`src/source/mailbox_pkg.sv`:
```
`default_nettype none

package mailbox_pkg;

	localparam int data_w        = 32;	// Bus and FIFO word width
	localparam int in_depth_log  = 3;	// Input FIFO holds 8 words
	localparam int out_depth_log = 2;	// Output FIFO holds 4 words
	localparam int addr_w        = 2;	// Word address width

	localparam logic [addr_w-1:0] addr_data   = 2'd0;	// Push input / pop output
	localparam logic [addr_w-1:0] addr_ctrl   = 2'd1;	// Opcode and overflow clear
	localparam logic [addr_w-1:0] addr_key    = 2'd2;	// Add key
	localparam logic [addr_w-1:0] addr_status = 2'd3;	// Read-only status

	localparam int ctrl_clr_ovf       = 31;	// Write 1 clears sticky overflow
	localparam int st_in_empty        = 0;
	localparam int st_in_full         = 1;
	localparam int st_out_empty       = 2;
	localparam int st_out_almost_full = 3;
	localparam int st_overflow        = 4;
	localparam int st_out_count_lo    = 8;	// Output level field, bits 10..8
	localparam int st_out_count_hi    = 10;

	typedef enum logic [1:0] {op_pass = 2'd0, op_invert, op_swap, op_add} op_e;

	typedef enum logic {st_idle = 1'b0, st_push = 1'b1} eng_state_e;

endpackage : mailbox_pkg

`default_nettype wire

```
`src/source/fifo.sv`:
```
`timescale 1ns/1ps
`default_nettype none

module fifo #(
	parameter int BUF_WIDTH  = 3,	// Depth is 2**BUF_WIDTH
	parameter int DATA_WIDTH = 32
) (
	input  logic                  clk,
	input  logic                  rst,
	input  logic [DATA_WIDTH-1:0] buf_in,	// Push data
	input  logic                  wr_en,
	input  logic                  rd_en,
	output logic [DATA_WIDTH-1:0] buf_out,	// Head word while popping
	output logic                  buf_empty,
	output logic                  buf_full,
	output logic                  buf_almost_full,
	output logic [BUF_WIDTH:0]    fifo_counter	// Occupancy, one extra bit for full
);

	logic [DATA_WIDTH-1:0] buf_mem [1 << BUF_WIDTH];	// Circular storage
	logic [BUF_WIDTH-1:0]  rd_ptr;
	logic [BUF_WIDTH-1:0]  wr_ptr;
	logic                  push;	// Accepted write
	logic                  pop;	// Accepted read

	assign push = wr_en && !buf_full;	// Full FIFO drops the push
	assign pop  = rd_en && !buf_empty;	// Empty FIFO ignores the pop

	always_comb begin
		buf_empty       = (fifo_counter == '0);
		buf_full        = fifo_counter[BUF_WIDTH];	// MSB set only at full depth
		buf_almost_full = buf_full || (&fifo_counter[BUF_WIDTH-1:0]);	// One slot left or none
	end

	always_comb begin
		if (pop)
			buf_out = buf_mem[rd_ptr];	// Combinational read at head
		else
			buf_out = '0;	// Zero when idle or empty
	end

	always_ff @(posedge clk) begin
		if (push)
			buf_mem[wr_ptr] <= buf_in;
	end

	always_ff @(posedge clk or posedge rst) begin
		if (rst) begin
			wr_ptr       <= '0;
			rd_ptr       <= '0;
			fifo_counter <= '0;
		end else begin
			if (push)
				wr_ptr <= wr_ptr + 1'b1;	// Wraps at depth
			if (pop)
				rd_ptr <= rd_ptr + 1'b1;
			case ({push, pop})
			2'b10:   fifo_counter <= fifo_counter + 1'b1;
			2'b01:   fifo_counter <= fifo_counter - 1'b1;
			default: fifo_counter <= fifo_counter;	// Both or neither keeps level
			endcase
		end
	end

endmodule : fifo

`default_nettype wire

```
`src/source/wb_regs.sv`:
```
`timescale 1ns/1ps
`default_nettype none

module wb_regs import mailbox_pkg::*; (
	input  logic                   clk,
	input  logic                   rst,
	input  logic                   wb_cyc,
	input  logic                   wb_stb,
	input  logic                   wb_we,
	input  logic [addr_w-1:0]      wb_adr,
	input  logic [data_w-1:0]      wb_wdata,
	output logic [data_w-1:0]      wb_rdata,
	output logic                   wb_ack,
	output logic                   in_wr,	// Push strobe to input FIFO
	output logic [data_w-1:0]      in_wdata,
	input  logic                   in_empty,
	input  logic                   in_full,
	output logic                   out_rd,	// Pop strobe to output FIFO
	input  logic [data_w-1:0]      out_rdata,
	input  logic                   out_empty,
	input  logic                   out_almost_full,
	input  logic [out_depth_log:0] out_count,
	output op_e                    opcode,
	output logic [data_w-1:0]      key
);

	logic              req;	// New cycle, ack not yet given
	logic              wr_req;
	logic              rd_req;
	logic              overflow;	// Sticky dropped-write flag
	logic [data_w-1:0] status_word;

	assign req    = wb_cyc && wb_stb && !wb_ack;
	assign wr_req = req && wb_we;
	assign rd_req = req && !wb_we;

	assign in_wr    = wr_req && (wb_adr == addr_data) && !in_full;	// Full drops the word
	assign in_wdata = wb_wdata;
	assign out_rd   = rd_req && (wb_adr == addr_data);	// Pop in the acking cycle

	always_comb begin
		status_word                                     = '0;	// Unused bits read zero
		status_word[st_in_empty]                        = in_empty;
		status_word[st_in_full]                         = in_full;
		status_word[st_out_empty]                       = out_empty;
		status_word[st_out_almost_full]                 = out_almost_full;
		status_word[st_overflow]                        = overflow;
		status_word[st_out_count_hi:st_out_count_lo]    = out_count;
	end

	always_ff @(posedge clk or posedge rst) begin
		if (rst) begin
			wb_ack   <= 1'b0;
			opcode   <= op_pass;
			key      <= '0;
			overflow <= 1'b0;
		end else begin
			wb_ack <= req;	// Single-cycle registered ack
			if (wr_req) begin
				case (wb_adr)
				addr_data: if (in_full) overflow <= 1'b1;	// Dropped push
				addr_ctrl: begin
					opcode <= op_e'(wb_wdata[1:0]);
					if (wb_wdata[ctrl_clr_ovf])
						overflow <= 1'b0;
				end
				addr_key:  key <= wb_wdata;
				default:   ;	// Status is read-only
				endcase
			end
		end
	end

	// Read data is captured with the ack edge
	always_ff @(posedge clk) begin
		if (rd_req) begin
			case (wb_adr)
			addr_data:   wb_rdata <= out_rdata;	// Zero when output FIFO empty
			addr_ctrl:   wb_rdata <= {{(data_w-2){1'b0}}, opcode};
			addr_key:    wb_rdata <= key;
			addr_status: wb_rdata <= status_word;
			default:     wb_rdata <= '0;
			endcase
		end
	end

endmodule : wb_regs

`default_nettype wire

```
`src/source/word_engine.sv`:
```
`timescale 1ns/1ps
`default_nettype none

module word_engine import mailbox_pkg::*; (
	input  logic              clk,
	input  logic              rst,
	input  op_e               opcode,	// Sampled at pop
	input  logic [data_w-1:0] key,
	input  logic [data_w-1:0] in_rdata,	// Combinational head of input FIFO
	input  logic              in_empty,
	output logic              in_rd,
	output logic [data_w-1:0] out_wdata,	// Result register
	input  logic              out_full,
	output logic              out_wr
);

	eng_state_e state;
	eng_state_e state_nxt;

	function automatic logic [data_w-1:0] transform(
		input op_e               op,
		input logic [data_w-1:0] w,
		input logic [data_w-1:0] k
	);
		case (op)
		op_pass:   return w;
		op_invert: return ~w;
		op_swap:   return {w[7:0], w[15:8], w[23:16], w[31:24]};	// Byte reverse
		op_add:    return w + k;	// Wraps modulo 2^32
		default:   return w;
		endcase
	endfunction

	// Pop only with room downstream so the push never stalls
	assign in_rd  = (state == st_idle) && !in_empty && !out_full;
	assign out_wr = (state == st_push);	// One cycle per popped word

	always_comb begin
		state_nxt = state;
		case (state)
		st_idle: if (in_rd) state_nxt = st_push;
		st_push: state_nxt = st_idle;
		default: state_nxt = st_idle;
		endcase
	end

	always_ff @(posedge clk or posedge rst) begin
		if (rst)
			state <= st_idle;
		else
			state <= state_nxt;
	end

	always_ff @(posedge clk) begin
		if (in_rd)
			out_wdata <= transform(opcode, in_rdata, key);	// Latch result at pop
	end

endmodule : word_engine

`default_nettype wire

```
`src/source/mailbox_top.sv`:
```
`timescale 1ns/1ps
`default_nettype none

module mailbox_top import mailbox_pkg::*; (
	input  logic              clk,
	input  logic              rst,
	input  logic              wb_cyc,
	input  logic              wb_stb,
	input  logic              wb_we,
	input  logic [addr_w-1:0] wb_adr,
	input  logic [data_w-1:0] wb_wdata,
	output logic [data_w-1:0] wb_rdata,
	output logic              wb_ack
);

	logic                   in_wr;	// Host push
	logic [data_w-1:0]      in_wdata;
	logic                   in_rd;	// Engine pop
	logic [data_w-1:0]      in_rdata;
	logic                   in_empty;
	logic                   in_full;
	logic                   out_wr;	// Engine push
	logic [data_w-1:0]      out_wdata;
	logic                   out_rd;	// Host pop
	logic [data_w-1:0]      out_rdata;
	logic                   out_empty;
	logic                   out_full;
	logic                   out_almost_full;
	logic [out_depth_log:0] out_count;
	op_e                    opcode;
	logic [data_w-1:0]      key;

	wb_regs regs_i (.clk, .rst, .wb_cyc, .wb_stb, .wb_we, .wb_adr, .wb_wdata, .wb_rdata,
		.wb_ack, .in_wr, .in_wdata, .in_empty, .in_full, .out_rd, .out_rdata, .out_empty,
		.out_almost_full, .out_count, .opcode, .key);

	fifo #(.BUF_WIDTH(in_depth_log), .DATA_WIDTH(data_w)) in_fifo_i (.clk, .rst,
		.buf_in(in_wdata), .wr_en(in_wr), .rd_en(in_rd), .buf_out(in_rdata),
		.buf_empty(in_empty), .buf_full(in_full), .buf_almost_full(), .fifo_counter());

	fifo #(.BUF_WIDTH(out_depth_log), .DATA_WIDTH(data_w)) out_fifo_i (.clk, .rst,
		.buf_in(out_wdata), .wr_en(out_wr), .rd_en(out_rd), .buf_out(out_rdata),
		.buf_empty(out_empty), .buf_full(out_full), .buf_almost_full(out_almost_full),
		.fifo_counter(out_count));

	word_engine engine_i (.clk, .rst, .opcode, .key, .in_rdata, .in_empty, .in_rd,
		.out_wdata, .out_full, .out_wr);

endmodule : mailbox_top

`default_nettype wire

```
`config.mk`:
```
export PLATFORM = sky130hd
export DESIGN_NAME = mailbox_top
export DESIGN_NICKNAME = d
export VERILOG_FILES = /design/src/source/mailbox_pkg.sv /design/src/source/fifo.sv /design/src/source/wb_regs.sv /design/src/source/word_engine.sv /design/src/source/mailbox_top.sv
export SDC_FILE = /design/constraint.sdc
export NUM_CORES = 1
export LEC_CHECK = 0
export BUFFER_PORTS_ARGS = -buffer_cell sky130_fd_sc_hd__buf_2
export CAP_MARGIN = 20
export CORE_UTILIZATION = 55
export CTS_CLUSTER_SIZE = 24
export DETAILED_ROUTE_END_ITERATION = 12
export PLACE_DENSITY_LB_ADDON = 0.08
export SYNTH_ARGS = -nofsm -noshare
export SYNTH_HDL_FRONTEND = slang
export SYNTH_SLANG_ARGS = --single-unit
```
`constraint.sdc`:
```
create_clock -name clk -period 5.45 [get_ports clk]
set_input_delay 0.2725 -clock clk [delete_from_list [all_inputs] [get_ports clk]]
set_output_delay 0.2725 -clock clk [all_outputs]
set_load 0.05 [all_outputs]
```
## Word-level counts from Yosys, hierarchy flattened

Memory sizes are Yosys's and may differ from the RTL's.
Cells that the tools add are included.

- Input bits: 39
- Output and inout port bits: 33
- Register bits after elaboration: 118
- Bits in writable memories: 384
- Memories kept: 2

Memory list:

| memory | depth | bits a word | rd ports | clocked after Yosys merged registers in | write ports | line | RTL |
|---|---|---|---|---|---|---|---|
| in_fifo_i.buf_mem | 8 | 32 | 1 | 0 | 1 | fifo.sv:20 | `logic [DATA_WIDTH-1:0] buf_mem [1 << BUF_WIDTH];` |
| out_fifo_i.buf_mem | 4 | 32 | 1 | 0 | 1 | fifo.sv:20 |  |

- Add/sub/neg operators: 9
- Bitwise gates (word level): 2
- Equality and inequality tests: 12
- Reductions and logical operators: 31
- Mux-type cells: 15

Operators by type and width:

| cell | number |
|---|---|
| 32-bit case mux with 4 select lines | 2 |
| 32-bit two-way mux | 2 |
| 32-bit adder | 1 |
| 32-bit inverter | 1 |
| 1-bit logical AND | 13 |
| 2-bit == test, second input constant | 6 |
| 3-bit by 1-bit adder with 3-bit output, second input constant | 3 |
| 2-bit by 1-bit == test with 1-bit output, second input constant | 4 |
| 4-bit case mux with 2 select lines | 1 |
| 1-bit two-way mux | 7 |
| 1-bit zero test | 6 |
| 3-bit case mux with 2 select lines | 1 |
| 2-bit AND reduction | 3 |
| 2-bit nonzero test | 3 |
| 2-bit by 1-bit adder with 2-bit output, second input constant | 2 |
| 4-bit by 1-bit adder with 4-bit output, second input constant | 1 |
| 2-bit zero test | 2 |
| 4-bit zero test | 1 |
| 1-bit case mux with 2 select lines | 2 |
| 4-bit AND reduction | 1 |
| 4-bit by 1-bit subtractor with 4-bit output, second input constant | 1 |
| 3-bit zero test | 1 |
| 3-bit by 1-bit subtractor with 3-bit output, second input constant | 1 |
| 2-bit by 1-bit != test with 1-bit output, second input constant | 1 |
| other kinds (3) | 3 |

## Depth between registers and ports, before layout

- Depth after elaboration: 8
- Mapped depth: 16
- Gate-level depth less buffers: 14

## Cells and area by module

A second synthesis with hierarchy kept.

- Cell total of the unflattened synthesis: 1330
- Area total of the unflattened synthesis: 22168.8 um2

By module, submodules not included:

| module | times used | area each (um2) | cells each | seq. area each (um2) |
|---|---|---|---|---|
| fifo at in_fifo_i | 1 | 10219.8 | 444 | 7937.6 |
| fifo at out_fifo_i | 1 | 5307.6 | 244 | 4018.9 |
| word_engine | 1 | 3478.3 | 413 | 985.9 |
| wb_regs | 1 | 3163.0 | 229 | 1861.8 |

## Worst setup path before layout

No wires, ideal clock.

- Kind: register -> register
- Start point: register regs_i.wb_ack
- End point: memory in_fifo_i.buf_mem[0][0] (enable)
- Arrival: 4.648 ns
- Path buffers: 0
- Library setup time: 0.502 ns
- Period minus slack after synthesis: 5.150 ns
- Required time: 4.948 ns
- Slack: 0.300 ns
- Cell stages (with the launch flop): 6
- Cell sequence: dfrtp_1 nor2_1 nand2_1 nor4_1 inv_1 nor4_1

- Cells in the longest elaborated chain, start to end: 8

Ends and longest elaborated chain:

| element | line | RTL |
|---|---|---|
| start, declared | wb_regs.sv:13 | `output logic wb_ack,` |
| start signal, assigned | wb_regs.sv:58 | `wb_ack <= req;` |
| 1-bit zero test | wb_regs.sv:33 | `assign req = wb_cyc && wb_stb && !wb_ack;` |
| 1-bit logical AND | wb_regs.sv:33 |  |
| via regs_i.req | wb_regs.sv:27 | `logic req;` |
| 1-bit logical AND | wb_regs.sv:34 | `assign wr_req = req && wb_we;` |
| 1-bit logical AND (2 in a row) | wb_regs.sv:37 | `assign in_wr = wr_req && (wb_adr == addr_data) && !in_full;` |
| 1-bit logical AND | fifo.sv:26 | `assign push = wr_en && !buf_full;` |
| 1-bit two-way mux | fifo.sv:43 | `if (push)` |
| 1-bit two-way mux (implied by the code) | fifo.sv:44 | `buf_mem[wr_ptr] <= buf_in;` |
| end, declared | fifo.sv:20 |  |

The timed path passes the listed nets, and every way through them passes these cells.

## Worst setup path after layout

- Start point: register in_fifo_i.rd_ptr[0]
- End point: register engine_i.out_wdata[28] (data pin)

- Cells in the longest elaborated chain, start to end: 4

Ends and longest elaborated chain:

| element | line | RTL |
|---|---|---|
| start, declared | fifo.sv:21 | `logic [BUF_WIDTH-1:0] rd_ptr;` |
| start signal, assigned | fifo.sv:56 | `rd_ptr <= rd_ptr + 1'b1;` |
| memory read 8 x 32 bit * | n/a |  |
| 32-bit two-way mux * | fifo.sv:36 | `if (pop)` |
| 32-bit adder or 32-bit inverter (tied branches) | word_engine.sv:29, word_engine.sv:27 |  |
| 32-bit case mux with 4 select lines * | word_engine.sv:25 | `case (op)` |
| end signal, assigned | word_engine.sv:56 | `out_wdata <= transform(opcode, in_rdata, key);` |
| end, declared | word_engine.sv:12 | `output logic [data_w-1:0] out_wdata,` |

Mark *: on every way between the ends. The rest lies on a longest branch, timed or not.
A chain may end at the register's enable or synchronous reset.

==> flow_results.xml <==
<?xml version="1.0" encoding="UTF-8"?>
<metrics>
  <group name="run_status">
    <metric name="run_status" unit="">completed</metric>
  </group>
  <group name="synthesis">
    <metric name="synth_edf_count" unit="">448</metric>
    <metric name="netlist_top_cells_area" unit="">edfxtp_1 (62%), mux4_2 (9.9%), dfrtp_1 (6.2%), ha_1 (2.4%), xnor2_1 (2.1%)</metric>
    <metric name="yosysMostFrequentCell" unit="">edfxtp_1</metric>
    <metric name="ys_dominant_reg_cell" unit="">edfxtp_1</metric>
    <metric name="netlist.top_cell.by_area" unit="">edfxtp_1</metric>
    <metric name="synth.distinct_cells" unit="">72</metric>
    <metric name="avgSynthCellArea" unit="µm²">16.7</metric>
    <metric name="synth.yosys.seq_area_share" unit="%">68.1</metric>
    <metric name="yosysWarnings" unit="">0</metric>
    <metric name="synthesis.area" unit="µm²">21700</metric>
    <metric name="synthTopCellsByCount" unit="">edfxtp_1 (448), mux4_2 (96), nor2_1 (70)</metric>
    <metric name="post-synth-top-area-fraction" unit="%">61.9</metric>
    <metric name="postSynthCellCount" unit="">1303</metric>
    <metric name="net_count_of_the_mapped_netlist" unit="">1386</metric>
    <metric name="ys_ff_latch" unit="">502</metric>
    <metric name="synthArstFlopShare" unit="%">10.8</metric>
  </group>
  <group name="timing">
    <metric name="period_utilization_post_route" unit="%">85.5</metric>
    <metric name="max-slew-margin-rel" unit="%">35.6</metric>
    <metric name="setup_viol" unit="">0</metric>
    <metric name="timing_hold_violations_final" unit="">0</metric>
    <metric name="total_count_of_max_transition_violations_in_the_final_report" unit="">0</metric>
    <metric name="worst_clock_skew_on_the_final_layout" unit="ns">0.0145</metric>
    <metric name="rsz0062_at_grt" unit="">no</metric>
    <metric name="finalSetupTns" unit="ns">0</metric>
    <metric name="timing.fmax" unit="MHz">215</metric>
    <metric name="worst_slew_pin_slew" unit="ns">0.957</metric>
    <metric name="post-route-min-period" unit="ns">4.66</metric>
  </group>
  <group name="finish">
    <metric name="seq_area" unit="µm²">14800</metric>
    <metric name="design.final.nets" unit="">1501</metric>
    <metric name="layout.filler_cells" unit="">2778</metric>
    <metric name="finish.utilization" unit="%">63.5</metric>
    <metric name="proportion_of_layout_cells_with_a_drive_suffix_above_1" unit="%">24.1</metric>
    <metric name="syn_to_final_growth" unit="%">13.4</metric>
    <metric name="final-instance-count-excl-fill" unit="">1978</metric>
    <metric name="multi_input_area" unit="µm²">6560</metric>
  </group>
  <group name="cts">
    <metric name="cts_root_buf" unit="">clkbuf_16</metric>
    <metric name="clock_sink_count" unit="">502</metric>
    <metric name="cts.reportedPaths.clkPinSlew" unit="ns">0.06</metric>
    <metric name="number_of_buffers_inserted_during_clock_tree_synthesis" unit="">51</metric>
    <metric name="cts.repair.resized" unit="">0</metric>
    <metric name="cts-htree-levels" unit="">2</metric>
    <metric name="tritoncts" unit="">yes</metric>
    <metric name="cts.path.max_buffers" unit="">3</metric>
    <metric name="clock_insertion_delay_worst_skew" unit="ns">0.59</metric>
    <metric name="postCtsSetupBuffers" unit="">0</metric>
  </group>
  <group name="drt">
    <metric name="vias_per_cell" unit="">6.01</metric>
    <metric name="detailedRoute.firstPassIterationCount" unit="">6</metric>
    <metric name="total_wire_length" unit="µm">48700</metric>
    <metric name="wire_per_inst" unit="µm">24.6</metric>
    <metric name="drtAntennaViolNets" unit="">0</metric>
    <metric name="dr.first_iter.drc_count" unit="">964</metric>
    <metric name="detail_route.drc_violations" unit="">0</metric>
    <metric name="dr_total_vias" unit="">11879</metric>
  </group>
  <group name="min_path">
    <metric name="min-delay-path-class" unit="">in2reg</metric>
  </group>
  <group name="critical_path">
    <metric name="worstSetupStartpoint" unit="">in_fifo_i.rd_ptr[0]</metric>
    <metric name="critical_path.max_fanout" unit="">33</metric>
    <metric name="timing.rr.end" unit="">engine_i.out_wdata[28]</metric>
    <metric name="critical_path.endpoint_type" unit="">register</metric>
    <metric name="setup.reg_to_reg.worst_slack" unit="ns">0.79</metric>
    <metric name="crit_reg_reg_startpoint" unit="">in_fifo_i.rd_ptr[0]</metric>
    <metric name="crit_path_end" unit="">engine_i.out_wdata[28]</metric>
    <metric name="critPathKind" unit="">reg2reg</metric>
    <metric name="timing.critical_path.required" unit="ns">5.76</metric>
    <metric name="timing.reg2reg.worst_path_depth" unit="">13</metric>
    <metric name="start_kind" unit="">register</metric>
    <metric name="worst_ep_arrival_time" unit="ns">4.97</metric>
  </group>
  <group name="grt">
    <metric name="overflow" unit="">0</metric>
    <metric name="first_global_vias" unit="">11937</metric>
    <metric name="global_route.usage.total" unit="%">24.8</metric>
    <metric name="grt_max_degree" unit="">58</metric>
    <metric name="antenna_found_initial" unit="">2</metric>
    <metric name="grt_pass1_wl" unit="µm">74000</metric>
  </group>
  <group name="placed_design">
    <metric name="post-place-cells" unit="">1854</metric>
    <metric name="buffer_ports.inserted" unit="">71</metric>
    <metric name="gp_routability_congestion" unit="">0.957</metric>
    <metric name="detailedPlacementHpwl" unit="µm">32000</metric>
  </group>
  <group name="floorplanning">
    <metric name="die_h" unit="µm">201</metric>
    <metric name="start_util" unit="%">56.0</metric>
    <metric name="design.core.area" unit="µm²">38800</metric>
    <metric name="io-pin-count" unit="">72</metric>
    <metric name="core_rows" unit="">72</metric>
    <metric name="chipWidth" unit="µm">201</metric>
    <metric name="fp.dieArea" unit="µm²">40300</metric>
  </group>
  <group name="power_and_ir_drop">
    <metric name="power_density" unit="nW/µm²">477</metric>
    <metric name="leakage" unit="nW">8.51</metric>
    <metric name="peakVddDrop" unit="V">0.000295</metric>
  </group>
  <group name="run">
    <metric name="max_cap_viol_count" unit="">0</metric>
  </group>
</metrics>
==> where the power goes <==
group / internal, mW / switching, mW
sequential: 4.69 / 0.505
clock: 1.88 / 1.44
combinational: 1.50 / 1.77
total: 8.06 / 3.71
==> cell families (layout without fill, tap and decap cells) <==
logic type,Yosys count,after routing,share of synthesized area (%)
DFF,502,502,68.1
AOI/OAI and AO/OA,223,223,6.79
and+or+nand+nor,207,207,4.58
muxes,168,168,13.5
buffers and inverters,99,255,1.95
xor gates and xnor gates,60,60,2.42
adders and majority gates,44,44,2.64
other,0,1,0
==> state kept, by name, indices dropped and copies added, names as in the netlist <==
| name | count |
|---|---|
| engine_i.out_wdata | 32 |
| out_fifo_i.fifo_counter | 3 |
| in_fifo_i.fifo_counter | 4 |
| out_fifo_i.rd_ptr | 2 |
| regs_i.opcode | 2 |
| regs_i.wb_rdata | 32 |
| out_fifo_i.wr_ptr | 2 |
| in_fifo_i.buf_mem | 256 |
| out_fifo_i.buf_mem | 128 |
| engine_i.out_wr | 1 |
| in_fifo_i.wr_ptr | 3 |
| regs_i.key | 32 |
| in_fifo_i.rd_ptr | 3 |
| regs_i.wb_ack | 1 |
| regs_i.overflow | 1 |
==> stage by stage <==
step | worst slack, ns | hold WS (ns) | cell area, µm² | power (mW)
after floorplan | 0.300 | 0.371 | 21700 | 7.54
after global placement | 0.794 | 0.473 | 22800 | 8.50
after detailed placement | 0.835 | 0.485 | 22800 | 8.52
after CTS | 0.794 | 0.000474 | 24600 | 11.8
after global routing | 0.584 | 0.0114 | 24600 | 12.3
final | 0.791 | 0.0179 | 24600 | 11.8
==> placed cells by master, fill, tap and decap left out, drive strengths merged, types with 4 or more instances in the layout <==
master	netlist	layout
a211oi	6	6
a21o	16	16
a21oi	55	55
a22o	28	28
a31oi	6	6
and2	7	7
and3	9	9
buf	30	102
clkbuf	39	61
clkinv	0	25
clkinvlp	0	5
dfrtp	54	54
dlygate4sd3	0	29
edfxtp	448	448
ha	41	41
inv	30	31
mux2	39	39
mux2i	33	33
mux4	96	96
nand2	54	54
nand2b	6	6
nand3	7	7
nand4	9	9
nor2	71	71
nor2b	7	7
nor3	21	21
o211ai	15	15
o21a	5	5
o21ai	57	57
o21bai	4	4
o22ai	7	7
or3	5	5
xnor2	52	52
xor2	8	8
==> final cells by class <==
type,count,share of cell area (%)
Clock buffer,61,5.50
Multi-Input combinational cell,702,26.6
Timing Repair Buffer,131,3.66
Clock inverter,33,1.02
Inverter,30,0.457
Sequential cell,502,60.1
Antenna cell,1,0.0102
Tap cell,518,2.63
==> per-layer routing <==
layer / track usage, % / vias to the layer above / wire, µm
met5: 0 / - / 13
met2: 39.2 / 353 / 23200
met1: 36.9 / 6081 / 21800
met4: 6.52 / 2 / 939
met3: 3.38 / 65 / 2700
li1: - / 5378 / -
==> how the worst min path moves through the flow <==
stage	startpoint	endpoint	slack (ns)	depth (start not counted)
2_1_floorplan	wb_wdata[0]	in_fifo_i.buf_mem[0][0]	0.37	0
3_3_place_gp	engine_i.out_wdata[14]	out_fifo_i.buf_mem[2][14]	0.47	0
3_5_place_dp	engine_i.out_wdata[7]	out_fifo_i.buf_mem[3][7]	0.48	0
4_1_cts	wb_wdata[15]	in_fifo_i.buf_mem[1][15]	0.0005	1
5_1_grt	wb_wdata[15]	in_fifo_i.buf_mem[3][15]	0.01	1
6_report	wb_wdata[15]	in_fifo_i.buf_mem[3][15]	0.02	1
==> worst max-delay path: stages (launching register included) <==
cell      delay (ns)
dfrtp_4         0.87
buf_12          0.31
mux4_2          0.52
mux2i_1         0.30
nor2_1          0.12
ha_1            0.42
a21oi_1         0.30
o21ai_1         0.15
a32o_2          0.30
a31o_2          0.26
a211oi_2        0.32
o31ai_1         0.18
xnor2_1         0.17
o221ai_1        0.15
==> repair_timing <==
action | 4_1_cts | 5_1_grt
endpoints found under the hold margin | 262 | 0
setup endpoints to repair | 0 | 0
hold buffers | 29 | 0
Note: power is estimated with default switching activity, not from simulation.
